File: src/rtl/x11_macros.svh
`ifndef X11_MACROS_SVH
`define X11_MACROS_SVH

// --------------------
// register map, low 20 bits of the bus address
// --------------------
`define X11_ADDR_CTRL        20'h00000  // global control
`define X11_ADDR_STATUS      20'h00004  // global status, read only
`define X11_ADDR_VERSION     20'h0000C  // version word, read only
`define X11_ADDR_SHA_CTRL    20'h00100  // sha-256 control
`define X11_ADDR_SHA_STATUS  20'h00104  // sha-256 fifo flags
`define X11_ADDR_SHA_PUSH    20'h0010C  // write pushes a word, read gives fill count
`define X11_ADDR_SHA_FILL    20'h00130  // fill count, read only

// --------------------
// word fifo geometry
// --------------------
`define X11_FIFO_DEPTH       16
`define X11_FIFO_AW          4          // log2 of depth

// build stamp, 0xYYMMDDss layout
`define X11_VERSION          32'h16081501

// --------------------
// control bit positions
// --------------------
`define X11_CTRL_ENABLE_BIT  0          // block enable in global ctrl
`define X11_SHA_ENABLE_BIT   0          // sha-256 enable
`define X11_SHA_RESET_BIT    1          // sha-256 reset, self clearing

`endif

File: src/rtl/x11_pkg.sv
`include "x11_macros.svh"

// shared types of the register block
package x11_pkg;

  // --------------------
  // bus side
  // --------------------

  // one bus data beat, also the width of every register
  typedef logic [31:0] bus_word_t;

  // decoded part of the address, upper bits ignored
  typedef logic [19:0] reg_addr_t;

  // --------------------
  // fifo side
  // --------------------

  // write pointer, wraps at the depth
  typedef logic [`X11_FIFO_AW-1:0] fifo_ptr_t;

  // fill count, one extra bit so a full fifo reads as 16
  typedef logic [`X11_FIFO_AW:0] fifo_cnt_t;

endpackage

File: src/rtl/x11_push_fifo.sv
`timescale 1ns/100ps
`include "x11_macros.svh"

module x11_push_fifo (
  input  logic               bus_clk,
  input  logic               bus_rstn,
  input  logic               push_valid_i,      // already gated by flush upstream
  input  x11_pkg::bus_word_t push_word_i,
  input  logic               fifo_flush_i,      // level, empties and holds
  output x11_pkg::fifo_cnt_t fill_count_o,
  output logic               fifo_empty_o,
  output logic               fifo_almost_full_o,
  output logic               fifo_full_o
);
  import x11_pkg::*;

  // word storage
  // only written here, the sha-256 consumer that drained it is gone
  // so the words wait for a future drain port
  bus_word_t mem [`X11_FIFO_DEPTH];

  fifo_ptr_t wr_ptr_q;
  fifo_ptr_t wr_ptr_d;
  fifo_cnt_t count_q;
  fifo_cnt_t count_d;
  logic      empty_q;
  logic      almost_full_q;
  logic      full_q;
  logic      do_push;

  assign do_push = push_valid_i & ~full_q;   // full fifo drops the word

  // --------------------
  // next count and pointer
  // --------------------
  always_comb begin
    if (fifo_flush_i) begin
      count_d  = '0;
      wr_ptr_d = '0;
    end else begin
      count_d  = count_q + fifo_cnt_t'(do_push);
      wr_ptr_d = wr_ptr_q + fifo_ptr_t'(do_push);  // wraps at depth
    end
  end

  // count and flags move on the same edge
  always_ff @(posedge bus_clk) begin
    if (!bus_rstn) begin
      count_q       <= '0;
      wr_ptr_q      <= '0;
      empty_q       <= 1'b1;
      almost_full_q <= 1'b0;
      full_q        <= 1'b0;
    end else begin
      count_q       <= count_d;
      wr_ptr_q      <= wr_ptr_d;
      empty_q       <= (count_d == '0);
      almost_full_q <= (count_d >= fifo_cnt_t'(`X11_FIFO_DEPTH - 1));  // one slot left
      full_q        <= (count_d == fifo_cnt_t'(`X11_FIFO_DEPTH));
    end
  end

  // --------------------
  // storage write
  // --------------------
  always_ff @(posedge bus_clk) begin
    if (do_push) begin
      mem[wr_ptr_q] <= push_word_i;
    end
  end

  assign fill_count_o       = count_q;
  assign fifo_empty_o       = empty_q;
  assign fifo_almost_full_o = almost_full_q;
  assign fifo_full_o        = full_q;

endmodule

File: src/rtl/x11_read_port.sv
`timescale 1ns/100ps
`include "x11_macros.svh"

module x11_read_port (
  input  logic               bus_clk,
  input  logic               bus_rstn,
  input  x11_pkg::reg_addr_t sys_addr_i,
  input  logic               sys_wen_i,
  input  logic               sys_ren_i,
  input  x11_pkg::bus_word_t ctrl_reg_i,
  input  x11_pkg::bus_word_t sha_ctrl_reg_i,
  input  logic               x11_enable_i,
  input  logic               sha_active_i,
  input  x11_pkg::fifo_cnt_t fill_count_i,
  input  logic               fifo_empty_i,
  input  logic               fifo_almost_full_i,
  input  logic               fifo_full_i,
  output x11_pkg::bus_word_t sys_rdata_o,
  output logic               sys_ack_o,
  output logic               sys_err_o
);
  import x11_pkg::*;

  bus_word_t status_word;
  bus_word_t sha_status_word;
  bus_word_t fill_word;
  bus_word_t rdata_d;
  bus_word_t rdata_q;       // only loaded on reads
  logic      ack_q;

  // --------------------
  // status assembly
  // --------------------
  assign status_word     = {27'b0, sha_active_i, 3'b0, x11_enable_i};       // bits 4 and 0
  assign sha_status_word = {25'b0, fifo_full_i, fifo_almost_full_i,
                            fifo_empty_i, 4'b0};                             // bits 6..4
  assign fill_word       = bus_word_t'(fill_count_i);                        // zero extend

  // read mux
  always_comb begin
    case (sys_addr_i)
      `X11_ADDR_CTRL:       rdata_d = ctrl_reg_i;
      `X11_ADDR_STATUS:     rdata_d = status_word;
      `X11_ADDR_VERSION:    rdata_d = `X11_VERSION;
      `X11_ADDR_SHA_CTRL:   rdata_d = sha_ctrl_reg_i;
      `X11_ADDR_SHA_STATUS: rdata_d = sha_status_word;
      `X11_ADDR_SHA_PUSH:   rdata_d = fill_word;   // push register reads back the count
      `X11_ADDR_SHA_FILL:   rdata_d = fill_word;
      default:              rdata_d = '0;          // unmapped reads zero
    endcase
  end

  // --------------------
  // bus response
  // --------------------
  always_ff @(posedge bus_clk) begin
    if (!bus_rstn) begin
      ack_q <= 1'b0;
    end else begin
      ack_q <= sys_wen_i | sys_ren_i;   // any strobe, any address
    end
  end

  always_ff @(posedge bus_clk) begin
    if (sys_ren_i) begin
      rdata_q <= rdata_d;
    end
  end

  assign sys_rdata_o = rdata_q;
  assign sys_ack_o   = ack_q;
  assign sys_err_o   = 1'b0;   // no access ever faults

endmodule

File: src/rtl/x11_reg_bank.sv
`timescale 1ns/100ps
`include "x11_macros.svh"

module x11_reg_bank (
  input  logic               bus_clk,
  input  logic               bus_rstn,
  input  x11_pkg::reg_addr_t sys_addr_i,      // low address from the bus
  input  x11_pkg::bus_word_t sys_wdata_i,
  input  logic               sys_wen_i,       // write strobe, one cycle
  output x11_pkg::bus_word_t ctrl_reg_o,
  output x11_pkg::bus_word_t sha_ctrl_reg_o,
  output logic               x11_enable_o,
  output logic               sha_active_o,
  output logic               push_valid_o,    // one cycle push strobe to the fifo
  output x11_pkg::bus_word_t push_word_o,
  output logic               fifo_flush_o     // level, holds the fifo empty
);
  import x11_pkg::*;

  bus_word_t ctrl_q;
  bus_word_t ctrl_d;
  bus_word_t sha_ctrl_q;
  bus_word_t sha_ctrl_d;
  bus_word_t push_word_q;       // payload, no reset
  logic      sha_active_q;
  logic      push_valid_q;
  logic      flush_q;
  logic      flush_d;
  logic      push_hit;

  // --------------------
  // write decode
  // --------------------
  always_comb begin
    ctrl_d     = ctrl_q;
    sha_ctrl_d = sha_ctrl_q;
    sha_ctrl_d[`X11_SHA_RESET_BIT] = 1'b0;   // reset bit lives one cycle only
    push_hit   = 1'b0;
    if (sys_wen_i) begin
      case (sys_addr_i)
        `X11_ADDR_CTRL:     ctrl_d     = sys_wdata_i;
        `X11_ADDR_SHA_CTRL: sha_ctrl_d = sys_wdata_i;  // a write may set the reset bit again
        `X11_ADDR_SHA_PUSH: push_hit   = 1'b1;
        default: begin
        end
      endcase
    end
  end

  // flush while the sha reset pulse is up or the whole block is off
  assign flush_d = sha_ctrl_d[`X11_SHA_RESET_BIT] | ~ctrl_d[`X11_CTRL_ENABLE_BIT];

  // --------------------
  // control state
  // --------------------
  always_ff @(posedge bus_clk) begin
    if (!bus_rstn) begin
      ctrl_q       <= '0;
      sha_ctrl_q   <= '0;
      sha_active_q <= 1'b0;
      push_valid_q <= 1'b0;
      flush_q      <= 1'b0;   // rises one cycle after reset, block still off
    end else begin
      ctrl_q       <= ctrl_d;
      sha_ctrl_q   <= sha_ctrl_d;
      sha_active_q <= sha_ctrl_d[`X11_SHA_ENABLE_BIT] & ctrl_d[`X11_CTRL_ENABLE_BIT];
      push_valid_q <= push_hit & ~flush_d;   // pushes into a flushed fifo are lost
      flush_q      <= flush_d;
    end
  end

  // push data, captured with the strobe
  always_ff @(posedge bus_clk) begin
    if (push_hit) begin
      push_word_q <= sys_wdata_i;
    end
  end

  assign ctrl_reg_o     = ctrl_q;
  assign sha_ctrl_reg_o = sha_ctrl_q;
  assign x11_enable_o   = ctrl_q[`X11_CTRL_ENABLE_BIT];
  assign sha_active_o   = sha_active_q;
  assign push_valid_o   = push_valid_q;
  assign push_word_o    = push_word_q;
  assign fifo_flush_o   = flush_q;

endmodule

File: src/rtl/x11_regs_top.sv
`timescale 1ns/100ps

module x11_regs_top (
  input  logic               bus_clk,
  input  logic               bus_rstn,
  input  x11_pkg::reg_addr_t sys_addr_i,
  input  x11_pkg::bus_word_t sys_wdata_i,
  input  logic               sys_wen_i,
  input  logic               sys_ren_i,
  output x11_pkg::bus_word_t sys_rdata_o,
  output logic               sys_ack_o,
  output logic               sys_err_o
);
  import x11_pkg::*;

  // --------------------
  // reg bank outputs
  // --------------------
  bus_word_t ctrl_reg;
  bus_word_t sha_ctrl_reg;
  logic      x11_enable;
  logic      sha_active;
  logic      push_valid;
  bus_word_t push_word;
  logic      fifo_flush;

  // fifo level
  fifo_cnt_t fill_count;
  logic      fifo_empty;
  logic      fifo_almost_full;
  logic      fifo_full;

  x11_reg_bank u_reg_bank (
    .bus_clk        (bus_clk),
    .bus_rstn       (bus_rstn),
    .sys_addr_i     (sys_addr_i),
    .sys_wdata_i    (sys_wdata_i),
    .sys_wen_i      (sys_wen_i),
    .ctrl_reg_o     (ctrl_reg),
    .sha_ctrl_reg_o (sha_ctrl_reg),
    .x11_enable_o   (x11_enable),
    .sha_active_o   (sha_active),
    .push_valid_o   (push_valid),
    .push_word_o    (push_word),
    .fifo_flush_o   (fifo_flush)
  );

  x11_push_fifo u_push_fifo (
    .bus_clk            (bus_clk),
    .bus_rstn           (bus_rstn),
    .push_valid_i       (push_valid),
    .push_word_i        (push_word),
    .fifo_flush_i       (fifo_flush),
    .fill_count_o       (fill_count),
    .fifo_empty_o       (fifo_empty),
    .fifo_almost_full_o (fifo_almost_full),
    .fifo_full_o        (fifo_full)
  );

  x11_read_port u_read_port (
    .bus_clk            (bus_clk),
    .bus_rstn           (bus_rstn),
    .sys_addr_i         (sys_addr_i),
    .sys_wen_i          (sys_wen_i),
    .sys_ren_i          (sys_ren_i),
    .ctrl_reg_i         (ctrl_reg),
    .sha_ctrl_reg_i     (sha_ctrl_reg),
    .x11_enable_i       (x11_enable),
    .sha_active_i       (sha_active),
    .fill_count_i       (fill_count),
    .fifo_empty_i       (fifo_empty),
    .fifo_almost_full_i (fifo_almost_full),
    .fifo_full_i        (fifo_full),
    .sys_rdata_o        (sys_rdata_o),
    .sys_ack_o          (sys_ack_o),
    .sys_err_o          (sys_err_o)
  );

endmodule

File: config.mk
export PLATFORM = sky130hd
export DESIGN_NAME = x11_regs_top
export DESIGN_NICKNAME = d
export VERILOG_FILES = /design/src/rtl/x11_pkg.sv /design/src/rtl/x11_push_fifo.sv /design/src/rtl/x11_read_port.sv /design/src/rtl/x11_reg_bank.sv /design/src/rtl/x11_regs_top.sv
export VERILOG_INCLUDE_DIRS = /design/src /design/src/rtl
export SDC_FILE = /design/constraint.sdc
export NUM_CORES = 1
export LEC_CHECK = 0
export ABC_CLOCK_PERIOD_IN_PS = 1700
export BUFFER_PORTS_ARGS = -buffer_cell sky130_fd_sc_hd__buf_4
export CORE_MARGIN = 2
export CORE_UTILIZATION = 50
export CTS_BUF_LIST = sky130_fd_sc_hd__clkbuf_4 sky130_fd_sc_hd__clkbuf_8 sky130_fd_sc_hd__clkbuf_16
export CTS_CLUSTER_DIAMETER = 50
export CTS_CLUSTER_SIZE = 12
export DETAILED_ROUTE_END_ITERATION = 10
export PLACE_DENSITY = 0.81
export SYNTH_ARGS = -nofsm -noshare
export SYNTH_HDL_FRONTEND = slang
export SYNTH_SLANG_ARGS = --single-unit
File: constraint.sdc
create_clock -name bus_clk -period 1.7 [get_ports bus_clk]
set_clock_uncertainty 0.1 [all_clocks]
set_input_delay 0.085 -clock bus_clk [delete_from_list [all_inputs] [get_ports bus_clk]]
set_output_delay 0.085 -clock bus_clk [all_outputs]
set_load 0.1 [all_outputs]
==> summary.md, run 1 <==
| Metric | Value |
|---|---|
| Post-layout net count | 610 |
| Syn_nets | 486 |
| Crit Path Category | reg2reg |
| H-tree depth | 3 |
| Global-route wire length before repair | 17200 um |
| Startpoint type of the worst setup path | flop |
| Fin Hold WS | 0.0194 ns |
| CP Data Required Time | 1.91 ns |
| HP Class | in2reg |
| RSZ-0062 raised after global routing | true |
| Final WS setup | -0.0384 ns |
| IO Port Bufs | 88 |
| Worst VDD drop | 0.484 mV |
| Reg2reg end | u_push_fifo.fifo_almost_full_o |
| Largest net degree at the start of global routing | 90 |
| Antenna Nets Post-Route | 0 |
| Layout overhead on the synthesized area | 30.8% |
| Drt pass-1 iters | 4 |
| DR DRC count | 0 |
| Critical Path Sink Type | flop |
| Maxcap violations | 0 |
| Worst r2r src | u_reg_bank.push_valid_o |
| Hold Path Sink | u_reg_bank.push_valid_o |
| Seq. cell area | 0.00248 mm2 |
| Worst EP arrival | 1.95 ns |
| Tcrit/Tclk final | 1.02 |
| Ys flop type | dfxtp_1 |
| Post-Syn Instances | 428 |
| Top-Level Pins | 90 |
| Layout cells sized above 1 | 0.259 |
| FF-to-FF setup slack | -0.04 ns |
| Synth warn | 0 |
| Num Clock Sinks | 108 |
| Wire per inst | 16.0 um |
| CTS Buf Count | 9 |
| Post-synth EDFFs | 32 |
| Synth top area share | 0.327 |
| Core area | 0.00915 mm2 |
| Via count | 3570 |
| Fin. Hold Viols | 0 |
| Setup violators final | 1 |
| Routed WL | 10700 um |
| Die H | 100 um |
| HPWL Detailed | 6940 um |
| Final cell count without fillers | 668 |
| Worst hold path depth | 4 |
| Largest cells by area after synthesis | dfxtp_1 33%, edfxtp_1 21%, mux2i_1 20%, nand2_1 7.9%, nor2_1 2.3% |
| Initial drt markers | 91 |
| Via/cell ratio | 5.34 |
| Die Wd | 100 um |
| Filler cell count | 672 |
| Failing checks | negative setup slack |
| Diode count | 0 |
| Leakage | 2.53 nW |
| CTS tree | done |
| Peak Freq | 0.575 GHz |
| Inst Count DP | 614 |
| Slew Limit Fails | 0 |
| Die area | 0.0101 mm2 |
| Avg Synthesized Cell Area | 10.9 um2 |
| DP Area | 0.00543 mm2 |
| Initial antenna violation count | 0 |
| Post-Syn Area | 0.00465 mm2 |
| Multi-input gate area | 0.00206 mm2 |
| Worst-skew pair later-pin latency | 0.38 ns |
| Post-synth top area cell | dfxtp_1 |
| Clock Pin Slew Worst Setup and Hold Paths | 0.10 ns |
| Hold path start | sys_addr_i[3] |
| Yosys cell types | 48 |
| Total GRT Usage | 0.220 |
| Top-count cell post-synth | nand2_1 |
| Starting Density | 0.509 |
| Vias in the first global route | 3683 |
| CTS root buffer | clkbuf_8 |
| Design area | 0.00609 mm2 |
| Sequential-to-total area share from yosys stat | 0.533 |
| PwrDens | 793 mW/mm2 |
| Yosys reg bits | 108 |
| Worst-path maximum fanout | 2 |
| Reg2reg path depth | 6 |
| GPL Wtd Cong | 0.854 |
| Ys async rst share | 0 |
| Synth cell count leaders | 98 x nand2_1, 91 x mux2i_1, 76 x dfxtp_1 |
| Core Rows | 35 |
| Global route total overflow | 0 |
| Min Tclk post-route | 1.74 ns |
| Clk buf depth | 2 |
| Status | complete, but fails checks |
-- layout by cell type, fill, tap and decap left out, types with 2 or more instances in the layout --
cell type       n
a21boi_0        2
a21oi_1         3
a221o_1         2
a32o_1          2
and2_1          2
and3_1          2
and4_2          2
buf_12          5
buf_4          99
clkbuf_8        9
clkinvlp_4      2
dfxtp_1        74
dfxtp_2         2
dlygate4sd3_1  36
edfxtp_1       32
ha_4            2
inv_1           4
inv_8           2
mux2_2          3
mux2i_1        91
nand2_1        98
nand2b_1        2
nand3_1         4
nand4_1         3
nor2_1         28
nor3_1          5
nor4_1          2
nor4_4          3
o21ai_0         7
o2bb2ai_1       3
-- through the flow --
stage	setup TNS [ns]	util	setup WS, ns	power [mW]
final	-0.0384	0.665	-0.0384	4.83
after global routing	-0.120	0.665	-0.0840	4.96
after CTS	0	0.662	0.00565	4.84
after detailed placement	-0.414	0.593	-0.0563	3.31
after global placement	0	0.593	0.0515	3.30
after floorplan	0	-	0.0907	3.10
-- where the power goes --
part	total (mW)	leakage (nW)	switching, mW	internal (mW)
registers	2.69	0.939	0.0109	2.67
logic	0.634	1.50	0.414	0.220
clock network	1.51	0.0904	0.928	0.578
total	4.83	2.53	1.35	3.47
-- layout make-up --
| cell class | count | area share |
|---|---|---|
| sequential | 108 | 0.408 |
| multi-input combinational | 289 | 0.338 |
| tap | 111 | 0.0228 |
| inverter | 4 | 0.00247 |
| clock buffer | 10 | 0.0216 |
| clock inverter | 6 | 0.00905 |
| timing repair buffer | 140 | 0.198 |
-- critical path: stages, from the launching register on --
cell and delay [ns]:
dfxtp_2 0.33, nor2b_4 0.12, ha_4 0.17, ha_4 0.18, xnor2_4 0.13, or4b_1 0.54, o21ai_1 0.10
-- flip-flops by register name, summed over array words and instances (netlist names) --
register / cells
u_reg_bank.fifo_flush_o: 1
u_reg_bank.sha_ctrl_reg_o: 32
u_reg_bank.ctrl_reg_o: 32
u_push_fifo.fifo_empty_o: 1
u_reg_bank.push_valid_o: 1
u_push_fifo.fifo_almost_full_o: 1
u_push_fifo.fifo_full_o: 1
u_reg_bank.sha_active_o: 1
u_read_port.sys_ack_o: 1
u_push_fifo.fill_count_o: 5
u_read_port.sys_rdata_o: 32
-- worst max-delay path by stage --
stage | start | endpoint | slack [ns] | depth (start not counted)
after floorplan | u_reg_bank.push_valid_o | u_push_fifo.fifo_almost_full_o | 0.09 | 6
after global placement | sys_addr_i[7] | u_read_port.sys_rdata_o[19] | 0.05 | 5
after detailed placement | sys_addr_i[7] | u_reg_bank.ctrl_reg_o[22] | -0.06 | 6
after CTS | u_reg_bank.push_valid_o | u_push_fifo.fifo_almost_full_o | 0.006 | 6
after global routing | u_reg_bank.push_valid_o | u_push_fifo.fifo_almost_full_o | -0.08 | 6
final | u_reg_bank.push_valid_o | u_push_fifo.fifo_almost_full_o | -0.04 | 6
-- logic make-up after synthesis --
group / Yosys count / synth area share
flip-flops: 108 / 0.533
other: 1 / 0.000806
AND/OR/NAND/NOR: 162 / 0.165
XOR/XNOR: 3 / 0.00565
adder cells (fa/ha/maj): 2 / 0.00538
buffers and inverters: 31 / 0.0444
multiplexers: 94 / 0.203
AO/OA/AOI/OAI: 27 / 0.0422
-- routing by layer --
| metal | vias to the layer above | track usage | routed length [um] |
|---|---|---|---|
| li1 | 1738 | - | - |
| met1 | 1689 | 0.262 | 4430 |
| met2 | 116 | 0.382 | 5470 |
| met3 | 27 | 0.0340 | 456 |
| met4 | 0 | 0.117 | 347 |
| met5 | - | 0 | 0 |
-- repair_timing --
action                     CTS  global route
pin swaps                    3             3
setup endpoints to repair    1             3
buffers inserted             2             0
resized for setup           12             4
hold endpoints to repair    69             0
hold buffers                36             0
(Power assumes the default switching activity.)
==> run 2, diff against run 1 <==
==> constraint.sdc (replaced) <==
create_clock -name bus_clk -period 1.7 [get_ports bus_clk]
set_clock_uncertainty 0.1 [all_clocks]
set_input_delay 0.17 -clock bus_clk [delete_from_list [all_inputs] [get_ports bus_clk]]
set_output_delay 0.17 -clock bus_clk [all_outputs]
set_load 0.1 [all_outputs]
==> run 2 against run 1 <==
  * The run still ends with negative setup slack left
  * Worst setup slack gained 0.0047 ns
  * Clock power grew 11%
  * Largest power group unchanged
  * Utilization grew 0.51 points
  * Sequential share of layout area shrank 0.31 points
  * Highest routed layer unchanged
  * Critical path depth is the same
  * Count of clock-buffer cells in the layout is the same
  * Critical path type unchanged
  * Combinational power is essentially flat
  * Final cell count grew 0.60%
  * Via count grew 2.5%
  * Final area grew 0.76%
  * Die area is the same
==> summary.md, run 2 (synthesized netlist as in run 1, its figures left out) <==
| Metric | Value |
|---|---|
| Status | complete, but fails checks |
| Failing checks | negative setup slack |
| Post-layout net count | 614 |
| CTS tree | done |
| FF-to-FF setup slack | -0.03 ns |
| Tcrit/Tclk final | 1.02 |
| Setup violators final | 1 |
| Maxcap violations | 0 |
| Critical Path Sink Type | flop |
| Starting Density | 0.509 |
| Total power | 4.98 mW |
| Layout cells sized above 1 | 0.275 |
| Final cell count without fillers | 672 |
| Final WS setup | -0.0337 ns |
| Total GRT Usage | 0.213 |
| Inst Count DP | 619 |
| HPWL Detailed | 6940 um |
| Worst-path maximum fanout | 3 |
| Num Clock Sinks | 108 |
| Commonest non-fill, non-tap cells in the layout | 106 x buf_4, 98 x nand2_1, 91 x mux2i_1, 74 x dfxtp_1, 34 x dlygate4sd3_1 |
| Worst-skew pair later-pin latency | 0.38 ns |
| Slew Limit Fails | 0 |
| CTS Buf Count | 9 |
| Drt pass-1 iters | 5 |
| Clk buf depth | 2 |
| Design area | 0.00613 mm2 |
| H-tree depth | 3 |
| Clock Pin Slew Worst Setup and Hold Paths | 0.11 ns |
| GPL Wtd Cong | 0.824 |
| Wire per inst | 16.1 um |
| Global-route wire length before repair | 16800 um |
| RSZ-0062 raised after global routing | true |
| Largest net degree at the start of global routing | 46 |
| Worst VDD drop | 0.404 mV |
| CTS root buffer | clkbuf_8 |
| HP Class | in2reg |
| IO Port Bufs | 88 |
| DR DRC count | 0 |
| DP Area | 0.00546 mm2 |
| Vias in the first global route | 3516 |
| Antenna Nets Post-Route | 0 |
| Routed WL | 10800 um |
| Startpoint type of the worst setup path | flop |
| Top-Level Pins | 90 |
| Peak Freq | 0.577 GHz |
| Fin. Hold Viols | 0 |
| Most common cell after layout, fill and taps aside | buf_4 |
| Leakage | 2.56 nW |
| PwrDens | 813 mW/mm2 |
| Worst EP arrival | 1.94 ns |
| Min Tclk post-route | 1.73 ns |
| Layout overhead on the synthesized area | 31.7% |
| CP Data Required Time | 1.91 ns |
| Die Wd | 100 um |
| Die area | 0.0101 mm2 |
| Core area | 0.00915 mm2 |
| Core Rows | 35 |
| Diode count | 0 |
| Crit Path Category | reg2reg |
| Initial drt markers | 169 |
| Die H | 100 um |
| Via/cell ratio | 5.44 |
| Initial antenna violation count | 0 |
| Global route total overflow | 0 |
| Via count | 3659 |
## run 2: stage by stage
stage               setup TNS, ns  worst slack [ns]  hold slack [ns]   util
global placement           -0.230           -0.0354            0.338  0.596
detailed placement          -2.63            -0.114            0.322  0.596
finish                    -0.0337           -0.0337           0.0732  0.670
global route              -0.0732           -0.0522           0.0723  0.670
CTS                             0            0.0266           0.0699  0.665
floorplan                       0            0.0907            0.182      -
## run 2: per-layer routing
metal | GRT usage | wire, um | vias to the layer above
met5 | 0 | 0 | -
met4 | 0.0769 | 109 | 0
met3 | 0.0430 | 608 | 14
met2 | 0.372 | 5490 | 142
met1 | 0.262 | 4600 | 1757
li1 | - | - | 1746
## run 2: where the power goes
group          internal (mW)  total, mW  switching (mW)
Combinational          0.217      0.634           0.416
Clock                  0.729       1.67           0.936
Sequential              2.67       2.69          0.0107
Total                   3.62       4.98            1.36
## run 2: critical path, stage by stage (launching register included)
cell	delay (ns)
dfxtp_2	0.37
nor2b_4	0.14
ha_4	0.17
nand3_4	0.08
xor2_2	0.19
or4b_4	0.53
o21ai_2	0.08
## run 2: area by class of cell
class / instances / area [um2]
Clock inverter: 6 / 82.6
Multi-Input combinational cell: 289 / 2060
Inverter: 4 / 17.5
Clock buffer: 10 / 131
Fill cell: 664 / 3020
Sequential cell: 108 / 2480
Tap cell: 111 / 139
Timing Repair Buffer: 144 / 1220
## run 2: timing repair
item                                    in CTS  in global routing
buffers inserted                             1                  2
endpoints found under the hold margin       64                  0
hold buffers                                34                  0
cloned                                       0                  0
pin swaps                                    3                  2
endpoints found under the setup margin       1                  3
gates resized for setup                     13                  7
## run 2: path summary, 6_finish.rpt
kind,to,depth (start not counted),start
setup / recovery,u_push_fifo.fifo_almost_full_o,6,u_push_fifo.fifo_full_o
hold / removal,u_reg_bank.push_valid_o,4,sys_addr_i[2]
setup reg to reg,u_push_fifo.fifo_almost_full_o,6,u_push_fifo.fifo_full_o
hold reg to reg,u_reg_bank.ctrl_reg_o[2],2,u_reg_bank.ctrl_reg_o[2]
